**src/logic/isaPkg.sv**
```systemverilog
`default_nettype none

package isaPkg;

    ////////////////////////////////////////////////////////////////////////////
    // Widths
    ////////////////////////////////////////////////////////////////////////////

    localparam int wordWidth = 32;
    localparam int regCount  = 32;

    typedef logic [wordWidth-1:0] wordT;
    typedef logic [4:0]           regAddrT;
    typedef logic [4:0]           shamtT;
    typedef logic [5:0]           functT;
    typedef logic [5:0]           opcodeT;
    typedef logic [15:0]          immT;

    ////////////////////////////////////////////////////////////////////////////
    // Encodings
    ////////////////////////////////////////////////////////////////////////////

    // R-type function field
    localparam functT functSll  = 6'h00;
    localparam functT functSrl  = 6'h02;
    localparam functT functSra  = 6'h03;
    localparam functT functSllv = 6'h04;
    localparam functT functSrlv = 6'h06;
    localparam functT functJr   = 6'h08;
    localparam functT functJalr = 6'h09;
    localparam functT functAdd  = 6'h20;
    localparam functT functSub  = 6'h22;
    localparam functT functAnd  = 6'h24;
    localparam functT functOr   = 6'h25;
    localparam functT functXor  = 6'h26;
    localparam functT functNor  = 6'h27;
    localparam functT functSlt  = 6'h2a;

    // Immediate-form opcodes
    localparam opcodeT opBeq  = 6'h04;
    localparam opcodeT opBne  = 6'h05;
    localparam opcodeT opAddi = 6'h08;
    localparam opcodeT opSlti = 6'h0a;
    localparam opcodeT opAndi = 6'h0c;
    localparam opcodeT opOri  = 6'h0d;
    localparam opcodeT opXori = 6'h0e;
    localparam opcodeT opLui  = 6'h0f;

    typedef enum logic [1:0] {
        rType,
        immArith,
        branch,
        jumpReg
    } instrClassT;

    // Variable shifts reuse the plain shift ops, only operand A differs
    typedef enum logic [3:0] {
        aluAdd,
        aluSub,
        aluAnd,
        aluOr,
        aluXor,
        aluNor,
        aluSlt,
        aluSll,
        aluSrl,
        aluSra,
        aluLui
    } aluOpT;

endpackage

`default_nettype wire

```
**src/logic/pipePkg.sv**
```systemverilog
`default_nettype none

package pipePkg;

    // Operand source chosen by the forwarding unit
    typedef logic [1:0] fwdSelT;

    localparam fwdSelT fwdRegFile = 2'd0;
    localparam fwdSelT fwdMemWb   = 2'd1;
    localparam fwdSelT fwdExMem   = 2'd2;

    ////////////////////////////////////////////////////////////////////////////
    // Stage bundles
    ////////////////////////////////////////////////////////////////////////////

    // functOrOpcode holds funct for rType and jumpReg, opcode otherwise
    typedef struct packed {
        logic               valid;
        isaPkg::instrClassT instrClass;
        isaPkg::functT      functOrOpcode;
        isaPkg::regAddrT    rs;
        isaPkg::regAddrT    rt;
        isaPkg::regAddrT    rd;
        isaPkg::shamtT      shamt;
        isaPkg::immT        imm;
        isaPkg::wordT       pc;
    } issueT;

    // valid here means the slot writes a register
    typedef struct packed {
        logic            valid;
        isaPkg::regAddrT destReg;
        isaPkg::wordT    result;
    } exMemT;

    typedef struct packed {
        logic            valid;
        isaPkg::regAddrT destReg;
        isaPkg::wordT    result;
    } memWbT;

endpackage

`default_nettype wire

```
**src/logic/regFile.sv**
```systemverilog
`timescale 1ns/100ps
`default_nettype none

module regFile
(
    input  wire logic            clk,
    input  wire logic            rst,
    input  wire isaPkg::regAddrT raddrA,
    input  wire isaPkg::regAddrT raddrB,
    output isaPkg::wordT         rdataA,
    output isaPkg::wordT         rdataB,
    input  wire logic            we,
    input  wire isaPkg::regAddrT waddr,
    input  wire isaPkg::wordT    wdata
);

    isaPkg::wordT regs [isaPkg::regCount];

    // Write on the rising edge, whole array cleared by reset
    always_ff @(posedge clk)
    begin
        if (rst)
        begin
            for (int i = 0; i < isaPkg::regCount; i++)
            begin
                regs[i] <= '0;
            end
        end
        else if (we)
        begin
            regs[waddr] <= wdata;
        end
    end

    // Register 0 always reads zero
    assign rdataA = (raddrA == '0) ? '0 : regs[raddrA];
    assign rdataB = (raddrB == '0) ? '0 : regs[raddrB];

endmodule

`default_nettype wire

```
**src/logic/forwardingUnit.sv**
```systemverilog
`timescale 1ns/100ps
`default_nettype none

module forwardingUnit
(
    input  wire isaPkg::regAddrT rs,
    input  wire isaPkg::regAddrT rt,
    input  wire pipePkg::exMemT  exMem,
    input  wire pipePkg::memWbT  memWb,
    output pipePkg::fwdSelT      selA,
    output pipePkg::fwdSelT      selB
);

    // Youngest matching writer wins
    function automatic pipePkg::fwdSelT pickSource(input isaPkg::regAddrT src,
                                                   input pipePkg::exMemT  exSlot,
                                                   input pipePkg::memWbT  wbSlot);
        pipePkg::fwdSelT sel;
        sel = pipePkg::fwdRegFile;
        if (src != '0)
        begin
            if (exSlot.valid && (exSlot.destReg == src))
                sel = pipePkg::fwdExMem;
            else if (wbSlot.valid && (wbSlot.destReg == src))
                sel = pipePkg::fwdMemWb;
        end
        return sel;
    endfunction

    assign selA = pickSource(rs, exMem, memWb);
    assign selB = pickSource(rt, exMem, memWb);

endmodule

`default_nettype wire

```
**src/logic/aluControl.sv**
```systemverilog
`timescale 1ns/100ps
`default_nettype none

module aluControl
(
    input  wire isaPkg::instrClassT instrClass,
    input  wire isaPkg::functT      functOrOpcode,
    output isaPkg::aluOpT           aluOp,
    output logic                    useImm,
    output logic                    useShamt,
    output logic                    linkPc
);

    always_comb
    begin
        aluOp    = isaPkg::aluAdd;
        useImm   = 1'b0;
        useShamt = 1'b0;
        linkPc   = 1'b0;
        unique case (instrClass)
            isaPkg::rType:
            begin
                case (functOrOpcode)
                    isaPkg::functSub:  aluOp = isaPkg::aluSub;
                    isaPkg::functAnd:  aluOp = isaPkg::aluAnd;
                    isaPkg::functOr:   aluOp = isaPkg::aluOr;
                    isaPkg::functXor:  aluOp = isaPkg::aluXor;
                    isaPkg::functNor:  aluOp = isaPkg::aluNor;
                    isaPkg::functSlt:  aluOp = isaPkg::aluSlt;
                    isaPkg::functSllv: aluOp = isaPkg::aluSll;
                    isaPkg::functSrlv: aluOp = isaPkg::aluSrl;
                    isaPkg::functSll:
                    begin
                        aluOp    = isaPkg::aluSll;
                        useShamt = 1'b1;
                    end
                    isaPkg::functSrl:
                    begin
                        aluOp    = isaPkg::aluSrl;
                        useShamt = 1'b1;
                    end
                    isaPkg::functSra:
                    begin
                        aluOp    = isaPkg::aluSra;
                        useShamt = 1'b1;
                    end
                    default:           aluOp = isaPkg::aluAdd;
                endcase
            end
            isaPkg::immArith:
            begin
                useImm = 1'b1;
                case (functOrOpcode)
                    isaPkg::opAndi: aluOp = isaPkg::aluAnd;
                    isaPkg::opOri:  aluOp = isaPkg::aluOr;
                    isaPkg::opXori: aluOp = isaPkg::aluXor;
                    isaPkg::opSlti: aluOp = isaPkg::aluSlt;
                    isaPkg::opLui:  aluOp = isaPkg::aluLui;
                    default:        aluOp = isaPkg::aluAdd;
                endcase
            end
            // Equality test comes from the zero flag of a subtract
            isaPkg::branch:  aluOp = isaPkg::aluSub;
            // jalr computes its link as pc plus one
            isaPkg::jumpReg: linkPc = (functOrOpcode == isaPkg::functJalr);
        endcase
    end

endmodule

`default_nettype wire

```
**src/logic/alu.sv**
```systemverilog
`timescale 1ns/100ps
`default_nettype none

module alu
(
    input  wire isaPkg::wordT  a,
    input  wire isaPkg::wordT  b,
    input  wire isaPkg::aluOpT op,
    output isaPkg::wordT       result,
    output logic               zero
);

    // Shift amount always comes from operand A
    isaPkg::shamtT shiftAmt;

    assign shiftAmt = a[4:0];

    always_comb
    begin
        unique case (op)
            isaPkg::aluAdd: result = a + b;
            isaPkg::aluSub: result = a - b;
            isaPkg::aluAnd: result = a & b;
            isaPkg::aluOr:  result = a | b;
            isaPkg::aluXor: result = a ^ b;
            isaPkg::aluNor: result = ~(a | b);
            isaPkg::aluSlt: result = {31'b0, $signed(a) < $signed(b)};
            isaPkg::aluSll: result = b << shiftAmt;
            isaPkg::aluSrl: result = b >> shiftAmt;
            isaPkg::aluSra: result = $signed(b) >>> shiftAmt;
            isaPkg::aluLui: result = {b[15:0], 16'b0};
            default:        result = '0;
        endcase
    end

    assign zero = (result == '0);

endmodule

`default_nettype wire

```
**src/logic/executeStage.sv**
```systemverilog
`timescale 1ns/100ps
`default_nettype none

module executeStage
(
    input  wire logic            clk,
    input  wire logic            rst,
    input  wire logic            hold,
    input  wire pipePkg::issueT  issue,
    input  wire isaPkg::wordT    rdataA,
    input  wire isaPkg::wordT    rdataB,
    input  wire pipePkg::fwdSelT selA,
    input  wire pipePkg::fwdSelT selB,
    input  wire isaPkg::wordT    exMemFwd,
    input  wire isaPkg::wordT    memWbFwd,
    output pipePkg::exMemT       exMem,
    output logic                 redirect,
    output isaPkg::wordT         redirectTarget
);

    isaPkg::aluOpT   aluOp;
    logic            useImm;
    logic            useShamt;
    logic            linkPc;
    logic            zeroExt;
    logic            aluZero;
    logic            taken;
    logic            writesReg;
    isaPkg::wordT    fwdA;
    isaPkg::wordT    fwdB;
    isaPkg::wordT    extImm;
    isaPkg::wordT    opA;
    isaPkg::wordT    opB;
    isaPkg::wordT    aluResult;
    isaPkg::regAddrT destReg;

    aluControl aluCtrl
    (
        .instrClass    (issue.instrClass),
        .functOrOpcode (issue.functOrOpcode),
        .aluOp         (aluOp),
        .useImm        (useImm),
        .useShamt      (useShamt),
        .linkPc        (linkPc)
    );

    ////////////////////////////////////////////////////////////////////////////
    // Operands
    ////////////////////////////////////////////////////////////////////////////

    always_comb
    begin
        case (selA)
            pipePkg::fwdExMem: fwdA = exMemFwd;
            pipePkg::fwdMemWb: fwdA = memWbFwd;
            default:           fwdA = rdataA;
        endcase
        case (selB)
            pipePkg::fwdExMem: fwdB = exMemFwd;
            pipePkg::fwdMemWb: fwdB = memWbFwd;
            default:           fwdB = rdataB;
        endcase
    end

    // Logical immediates zero-extend, everything else sign-extends
    assign zeroExt = (issue.instrClass == isaPkg::immArith) &&
                     ((issue.functOrOpcode == isaPkg::opAndi) ||
                      (issue.functOrOpcode == isaPkg::opOri)  ||
                      (issue.functOrOpcode == isaPkg::opXori));
    assign extImm  = zeroExt ? {16'b0, issue.imm} : {{16{issue.imm[15]}}, issue.imm};

    assign opA = linkPc   ? issue.pc :
                 useShamt ? isaPkg::wordT'(issue.shamt) : fwdA;
    assign opB = linkPc   ? isaPkg::wordT'(1) :
                 useImm   ? extImm : fwdB;

    alu aluInst
    (
        .a      (opA),
        .b      (opB),
        .op     (aluOp),
        .result (aluResult),
        .zero   (aluZero)
    );

    ////////////////////////////////////////////////////////////////////////////
    // Branch and jump resolution
    ////////////////////////////////////////////////////////////////////////////

    always_comb
    begin
        taken          = 1'b0;
        redirectTarget = issue.pc + 32'd1 + extImm;
        case (issue.instrClass)
            isaPkg::branch:
            begin
                if (issue.functOrOpcode == isaPkg::opBeq)
                    taken = aluZero;
                else if (issue.functOrOpcode == isaPkg::opBne)
                    taken = !aluZero;
            end
            isaPkg::jumpReg:
            begin
                taken          = 1'b1;
                redirectTarget = fwdA;
            end
            default: taken = 1'b0;
        endcase
    end

    assign redirect = issue.valid && taken;

    // Destination is rt for immediates, rd for R-type and jalr
    assign destReg   = (issue.instrClass == isaPkg::immArith) ? issue.rt : issue.rd;
    assign writesReg = (issue.instrClass == isaPkg::rType)    ||
                       (issue.instrClass == isaPkg::immArith) || linkPc;

    always_ff @(posedge clk)
    begin
        if (rst)
        begin
            exMem.valid <= 1'b0;
        end
        else if (!hold)
        begin
            exMem.valid   <= issue.valid && writesReg && (destReg != '0);
            exMem.destReg <= destReg;
            exMem.result  <= aluResult;
        end
    end

endmodule

`default_nettype wire

```
**src/logic/retireStages.sv**
```systemverilog
`timescale 1ns/100ps
`default_nettype none

module retireStages
(
    input  wire logic           clk,
    input  wire logic           rst,
    input  wire logic           hold,
    input  wire pipePkg::exMemT exMem,
    output pipePkg::memWbT      memWb,
    output logic                we,
    output isaPkg::regAddrT     waddr,
    output isaPkg::wordT        wdata
);

    ////////////////////////////////////////////////////////////////////////////
    // Memory stage
    ////////////////////////////////////////////////////////////////////////////

    // No data port yet, the slot passes straight into memWb
    always_ff @(posedge clk)
    begin
        if (rst)
        begin
            memWb.valid <= 1'b0;
        end
        else if (!hold)
        begin
            memWb.valid   <= exMem.valid;
            memWb.destReg <= exMem.destReg;
            memWb.result  <= exMem.result;
        end
    end

    ////////////////////////////////////////////////////////////////////////////
    // Writeback request
    ////////////////////////////////////////////////////////////////////////////

    assign we    = memWb.valid && !hold;
    assign waddr = memWb.destReg;
    assign wdata = memWb.result;

endmodule

`default_nettype wire

```
**src/logic/executeCore.sv**
```systemverilog
`timescale 1ns/100ps
`default_nettype none

module executeCore
(
    input  wire logic           clk,
    input  wire logic           rst,
    input  wire logic           hold,
    input  wire pipePkg::issueT issue,
    output logic                redirect,
    output isaPkg::wordT        redirectTarget,
    output logic                wbValid,
    output isaPkg::regAddrT     wbReg,
    output isaPkg::wordT        wbData
);

    isaPkg::wordT    rdataA;
    isaPkg::wordT    rdataB;
    pipePkg::fwdSelT selA;
    pipePkg::fwdSelT selB;
    pipePkg::exMemT  exMem;
    pipePkg::memWbT  memWb;
    logic            we;
    isaPkg::regAddrT waddr;
    isaPkg::wordT    wdata;

    regFile regs
    (
        .clk    (clk),
        .rst    (rst),
        .raddrA (issue.rs),
        .raddrB (issue.rt),
        .rdataA (rdataA),
        .rdataB (rdataB),
        .we     (we),
        .waddr  (waddr),
        .wdata  (wdata)
    );

    forwardingUnit fwd
    (
        .rs    (issue.rs),
        .rt    (issue.rt),
        .exMem (exMem),
        .memWb (memWb),
        .selA  (selA),
        .selB  (selB)
    );

    executeStage exStage
    (
        .clk            (clk),
        .rst            (rst),
        .hold           (hold),
        .issue          (issue),
        .rdataA         (rdataA),
        .rdataB         (rdataB),
        .selA           (selA),
        .selB           (selB),
        .exMemFwd       (exMem.result),
        .memWbFwd       (memWb.result),
        .exMem          (exMem),
        .redirect       (redirect),
        .redirectTarget (redirectTarget)
    );

    retireStages retire
    (
        .clk   (clk),
        .rst   (rst),
        .hold  (hold),
        .exMem (exMem),
        .memWb (memWb),
        .we    (we),
        .waddr (waddr),
        .wdata (wdata)
    );

    // Writeback port mirrors the memWb register
    assign wbValid = memWb.valid;
    assign wbReg   = memWb.destReg;
    assign wbData  = memWb.result;

endmodule

`default_nettype wire

```
**config.mk**
```make
export PLATFORM = sky130hd
export DESIGN_NAME = executeCore
export DESIGN_NICKNAME = d
export VERILOG_FILES = /design/src/logic/isaPkg.sv /design/src/logic/pipePkg.sv /design/src/logic/regFile.sv /design/src/logic/forwardingUnit.sv /design/src/logic/aluControl.sv /design/src/logic/alu.sv /design/src/logic/executeStage.sv /design/src/logic/retireStages.sv /design/src/logic/executeCore.sv
export SDC_FILE = /design/constraint.sdc
export NUM_CORES = 2
export LEC_CHECK = 0
export BUFFER_PORTS_ARGS = -buffer_cell sky130_fd_sc_hd__buf_2
export CAP_MARGIN = 20
export CORE_AREA = 2 2 400 402
export DETAILED_ROUTE_END_ITERATION = 10
export DIE_AREA = 0 0 402 404
export PLACE_DENSITY_LB_ADDON = 0.1
export SYNTH_ARGS = -nofsm -noshare
export SYNTH_HDL_FRONTEND = slang
export SYNTH_SLANG_ARGS = --single-unit
```
**constraint.sdc**
```tcl
create_clock -name clk -period 33.5 [get_ports clk]
set_input_delay 5.025 -clock clk [delete_from_list [all_inputs] [get_ports clk]]
set_output_delay 5.025 -clock clk [all_outputs]
set_load 0.005 [all_outputs]
```
==> Word level (Yosys, flattened, before mapping) <==
Memory sizes are Yosys's and may differ from the RTL's.
Index checks and enable logic that the tools add are counted.
{ "word_totals": {"ff_bits": 76, "latchBits": 0, "ram_bits": 1024, "romBits": 0, "n_memories": 1} }
{ "memory_table": {"columns": ["memory", "words", "width", "rd", "rd_clocked_by_memory_dff", "wr", "line", "rtl"], "rows": [
  ["regs.regs", 32, 32, 2, 0, 32, "regFile.sv:17", "isaPkg::wordT regs [isaPkg::regCount];"]
]} }
{ "op_classes": {"addsub": 4, "n_mul": 0, "div": 0, "n_lt_le_gt_ge": 1, "n_eq_ne": 38, "shift": 3, "mux": 36, "bitwise": 6, "reduce_logical": 29} }
{ "op_table": {"columns": ["operator", "count"], "rows": [
  ["$pmux 32 s11", 1],
  ["$mux 32", 9],
  ["$pmux 32 s2", 2],
  ["$add 32x32->32", 2],
  ["$eq 6x4->1 const B", 6],
  ["$eq 6x6->1 const B", 6],
  ["$pmux 4 s9", 1],
  ["$add 32x1->32 const B", 1],
  ["$and 32x32->32", 1],
  ["$logic_not 32->1", 1],
  ["$lt 32x32->1", 1],
  ["$not 32->32", 1],
  ["$or 32x32->32", 1],
  ["$reduce_or 32->1", 1],
  ["$shl 32x5->32", 1],
  ["$shr 32x5->32", 1],
  ["$sshr 32x5->32", 1],
  ["$sub 32x32->32", 1],
  ["$xor 32x32->32", 1],
  ["$eq 5x5->1", 4],
  ["$pmux 4 s5", 1],
  ["$eq 6x3->1 const B", 3],
  ["$eq 4x3->1 const B", 4],
  ["$reduce_bool 5->1", 3],
  ["22 further kinds", 63]
]} }

==> Depth between registers and ports, before layout <==
{ "depth": {"depth_word": 18, "mapped_depth": 43, "mapped_depth_nobuf": 30} }

==> By module <==
From an unflattened synthesis, not the netlist that was laid out.
{ "unflattened": {"hier_cells": 5872, "hier_area_um2": 71818.9} }
{ "modules_own_cells": {"columns": ["mod", "instances", "cells_each", "area_per_inst_um2"], "rows": [
  ["regFile", 1, 3555, 54438.5],
  ["alu", 1, 1418, 10146.0],
  ["executeStage", 1, 749, 5292.6],
  ["retireStages", 1, 79, 1435.1],
  ["forwardingUnit", 1, 36, 265.3],
  ["aluControl", 1, 35, 241.5]
]} }

==> Worst setup path before layout <==
OpenSTA, ideal clock, no wires.
{ "synth_path": {"kind": "in2out", "startpoint": "input issue[63] (netlist bit)", "endpoint": "output redirect", "arrival_time_ns": 15.513, "required_ns": 28.475, "setup_slack_ns": 12.962, "stages": 41, "path_buffers": 16, "path_cell_list": "buf_6 > buf_12 > buf_12 > buf_4 > buf_4 > buf_1 > buf_1 > clkbuf_1 > clkbuf_1 > buf_1 > xor2_1 > nor4_1 > and3_1 > o21ai_0 > ha_1 > clkbuf_1 > o21ai_0 > nor4b_2 > [5 not listed] > buf_2 > buf_1 > ha_1 > a211o_1 > a2111oi_0 > o311ai_0 > o21ai_0 > nor2_1 > a21oi_1 > xnor2_1 > o21ai_0 > a211o_1 > or4_1 > or4_1 > or4_1 > nor3_2 > a21oi_1 > a211o_1"} }
{ "synth_between": {"elab_chain_len": 18, "elab_cells_between_ends": 33, "cone_classes": "add/sub: 2; order compare: 1; eq/ne: 4; shift: 3; mux: 11; bitwise: 4; reduce/logical: 7; memory: 1"} }
{ "synth_rtl": {"columns": ["item", "line", "rtl"], "rows": [
  ["start: declaration", "executeCore.sv:9", "input wire pipePkg::issueT issue,"],
  ["$eq 5x5->1", "forwardingUnit.sv:24", "else if (wbSlot.valid && (wbSlot.destReg == src))"],
  ["$logic_and 1x1->1", "forwardingUnit.sv:24", null],
  ["$mux 1", "forwardingUnit.sv:24", null],
  ["$mux 2", "forwardingUnit.sv:22", "if (exSlot.valid && (exSlot.destReg == src))"],
  ["$mux 2", "forwardingUnit.sv:20", "if (src != '0)"],
  ["$eq 2x1->1 / $eq 2x2->1 (equally long branches)", "executeStage.sv:53", "case (selA)"],
  ["$pmux 32 s2 *", "executeStage.sv:53", null],
  ["$mux 32 *", "executeStage.sv:73", "useShamt ? isaPkg::wordT'(issue.shamt) : fwdA;"],
  ["[3 not listed]", null, null],
  ["$pmux 32 s11 *", "alu.sv:20", "unique case (op)"],
  ["via exStage.aluInst.result[13]", "alu.sv:9", "output isaPkg::wordT result,"],
  ["$logic_not 32->1 *", "alu.sv:36", "assign zero = (result == '0);"],
  ["$logic_not 1->1", "executeStage.sv:100", "taken = !aluZero;"],
  ["$mux 1", "executeStage.sv:99", "else if (issue.functOrOpcode == isaPkg::opBne)"],
  ["$mux 1 *", "executeStage.sv:97", "if (issue.functOrOpcode == isaPkg::opBeq)"],
  ["$pmux 1 s2 *", "executeStage.sv:94", "case (issue.instrClass)"],
  ["$logic_and 1x1->1 *", "executeStage.sv:111", "assign redirect = issue.valid && taken;"],
  ["end: declaration", "executeCore.sv:10", "output logic redirect,"]
]} }
Mark *: on every way through the listed nets, which the timed path passes.

==> Final worst setup path <==
Same ends and word-level chain as after synthesis.

==> flow_summary.json <==
{
  "grtUsageTotal_pct": 41.21,
  "gp_congestion": 1.073,
  "combPwrFrac_pct": 23.9,
  "synth-main-ff-cell": "edfxtp_1",
  "critPathRequiredTime_ns": 28.47,
  "post_dp_cell_area_um2": 73740,
  "coreArea_um2": 157800,
  "drc_errors": 0,
  "yosys.cell_types.count": 107,
  "min_from": "exStage.exMem[24]$_DFFE_PP_",
  "wirelength_um": 339000,
  "status": "complete, no violations",
  "cts_tree": "built",
  "max_freq_mhz": 48.81,
  "place_inst": 7716,
  "period_share_pct": 61.16,
  "grt_pass1_vias": 53010,
  "crit_start": "issue[63]",
  "rsz0062_at_grt": "no",
  "synth_seq_cells": 1100,
  "via_per_inst": 6.976,
  "ys_seq_area_share_pct": 46.77,
  "numCtsBuffers": 130,
  "routedWlPerCell_um": 42.52,
  "synth_edf_count": 1098,
  "worst_path_largest_cell_delay_ns": 0.70,
  "post-route-util_pct": 49.37,
  "hold_viol": 0,
  "power_density_nw_per_um2": 50.62,
  "p_sw_mw": 1.318,
  "endpoint_kind": "output pin",
  "cts.repair.resized": 0,
  "slew_headroom_pct": 3.050,
  "cts_root_buf": "clkbuf_16",
  "register_area_um2": 33010,
  "ff2ff_path_depth": 25,
  "worstReg2RegStart": "retire.waddr[4]$_DFFE_PP_",
  "clk_path_buf_depth": 3,
  "cap_violations": 0,
  "vias": 55630,
  "crit_path_frequent_cell": "buf_4",
  "whs_ns": 0.5139,
  "rr_endpoint": "exStage.exMem[30]$_DFFE_PP_",
  "layout_setup_ws_ns": 13.01,
  "rows": 146,
  "crit_fanout": 86,
  "synth_cells": 5821,
  "final-setup-viol-count": 0,
  "final_net_count": 6006,
  "grt_max_degree": 87,
  "initial_utilization_pct": 44.72,
  "drt-pass1-iter-count": 6,
  "pwr-share-seq_pct": 40.9,
  "multiInputGateArea_um2": 35160,
  "cts_sinks": 1100,
  "synth_nets": 6045,
  "power.total_mw": 3.944,
  "io_pins": 151,
  "globalRouteOverflowTotal": 0,
  "clk_latency_ns": 0.80,
  "nFillCells": 13910,
  "antenna_found_initial": 47,
  "stdcell_area_um2": 77920,
  "ctsHoldBuffers": 0,
  "grt_pass1_wl_um": 458400,
  "post-place-ws_ns": 13.24,
  "drive_above_1_share_pct": 21.14,
  "yosysWarnings": 0,
  "period_needed_ns": 20.49,
  "startpoint_type": "input port",
  "stdcell_count": 7974,
  "ant_nets": 0,
  "worstHoldPathType": "register to register",
  "clkPwrFrac_pct": 35.1,
  "worst_slew_pin_slew_ns": 1.454,
  "crit_type": "input port to output pin",
  "clk_pin_slew_ns": 0.06,
  "hpwl_um": 231900,
  "setup_tns_ns": 0,
  "skew_ns": 0.05293,
  "die_area_um2": 162400,
  "power.internal_mw": 2.626,
  "portBuffers": 150,
  "avgSynthCellArea_um2": 12.13,
  "die_w_um": 402,
  "drv_slew": 0,
  "syn2layout_area_growth_pct": 10.39,
  "worstPathArrival_ns": 15.46,
  "cts_setup_buffers": 0,
  "dr.first_iter.drc_count": 8296,
  "p_leak_nw": 28.27,
  "worst_path_max_delay_cell": "buf_4",
  "async_reset_ff_share_pct": 0,
  "r2r_slack_ns": 24.30,
  "die_h_um": 404,
  "syn_area_um2": 70590,
  "cts_htree_levels": 4,
  "ir_worst_vdd_uv": 53.23,
  "swShare_pct": 33.41,
  "cp-endpoint": "redirect"
}
==> layer usage <==
metal	routed length (um)	global-route usage (%)	part of all wire [%]
met1	128500	53.57	38
met2	151500	62.98	45
met3	38000	11.22	11
met4	20880	21.94	6.2
met5	139	0	0.041
==> power by group through the flow <==
| stage | logic, mW | registers, mW | clock network (mW) |
|---|---|---|---|
| final | 0.944 | 1.61 | 1.39 |
| after global routing | 0.968 | 1.62 | 1.45 |
| after CTS | 0.912 | 1.61 | 1.40 |
| after detailed placement | 0.908 | 1.64 | 0 |
| after global placement | 0.915 | 1.64 | 0 |
| after floorplan | 0.525 | 1.62 | 0 |
==> critical path, delay by kind of cell <==
family,cells,cell delay (ns)
adders and majority gates,1,0.36
AOI/OAI and AO/OA,13,3.78
muxes,1,0.59
xor gates and xnor gates,1,0.13
buffers and inverters,7,3.42
and+or+nand+nor,6,1.75
==> cell families after synthesis <==
group	share of synthesized area [%]
compound gates	11.24
xor+xnor	0.7072
fa+ha+maj	2.584
buf+inv	4.096
flops	46.77
mux	18.56
simple gates	16.04
==> registers in the layout, summed over array words and instances (netlist names) <==
name,cells
exStage.exMem,38
retire.wdata,32
regs.regs,1024
retire.memWb,1
retire.waddr,5
==> layout by cell type, fill, tap and decap left out, types with 143 or more instances in the layout <==
cell type,instances
mux2i_1,185
o21ai_0,186
and2_1,1044
nand2_1,253
buf_2,143
a21oi_1,208
mux4_2,474
nor2_1,200
edfxtp_1,1098
buf_4,219
==> layout make-up <==
class	instances	area share, %
repair buffers	377	3.342
diodes	22	0.07065
well taps	2072	3.327
clock buffers	167	4.380
clock inverters	63	0.8205
flip-flops and latches	1100	42.37
inverters	118	0.5716
multi-input cells	4055	45.12
==> cell usage after synthesis (all sizes together) (95+ instances only) <==
cell | instances | area, um^2
edfxtp | 1098 | 32970
nand2 | 256 | 973.4
mux2i | 185 | 1852
o22ai | 95 | 606.8
ha | 141 | 1764
clkbuf | 382 | 1434
and2 | 1046 | 6544
o21ai | 195 | 990.9
a22oi | 97 | 728.2
nor2 | 240 | 910.9
buf | 166 | 1012
mux4 | 474 | 10680
nor3 | 114 | 585.6
a21oi | 211 | 1064
inv | 118 | 445.4
==> worst min-delay path by stage <==
stage / slack [ns] / endpoint / cells past startpoint
final: 0.51 / retire.wdata[24]$_DFFE_PP_ / 0
after global routing: 0.53 / retire.wdata[2]$_DFFE_PP_ / 0
after CTS: 0.51 / retire.wdata[24]$_DFFE_PP_ / 0
after detailed placement: 0.49 / retire.wdata[24]$_DFFE_PP_ / 0
after global placement: 0.49 / retire.wdata[24]$_DFFE_PP_ / 0
after floorplan: 0.45 / retire.wdata[0]$_DFFE_PP_ / 0
No activity file was read; power rests on OpenSTA's default activity.
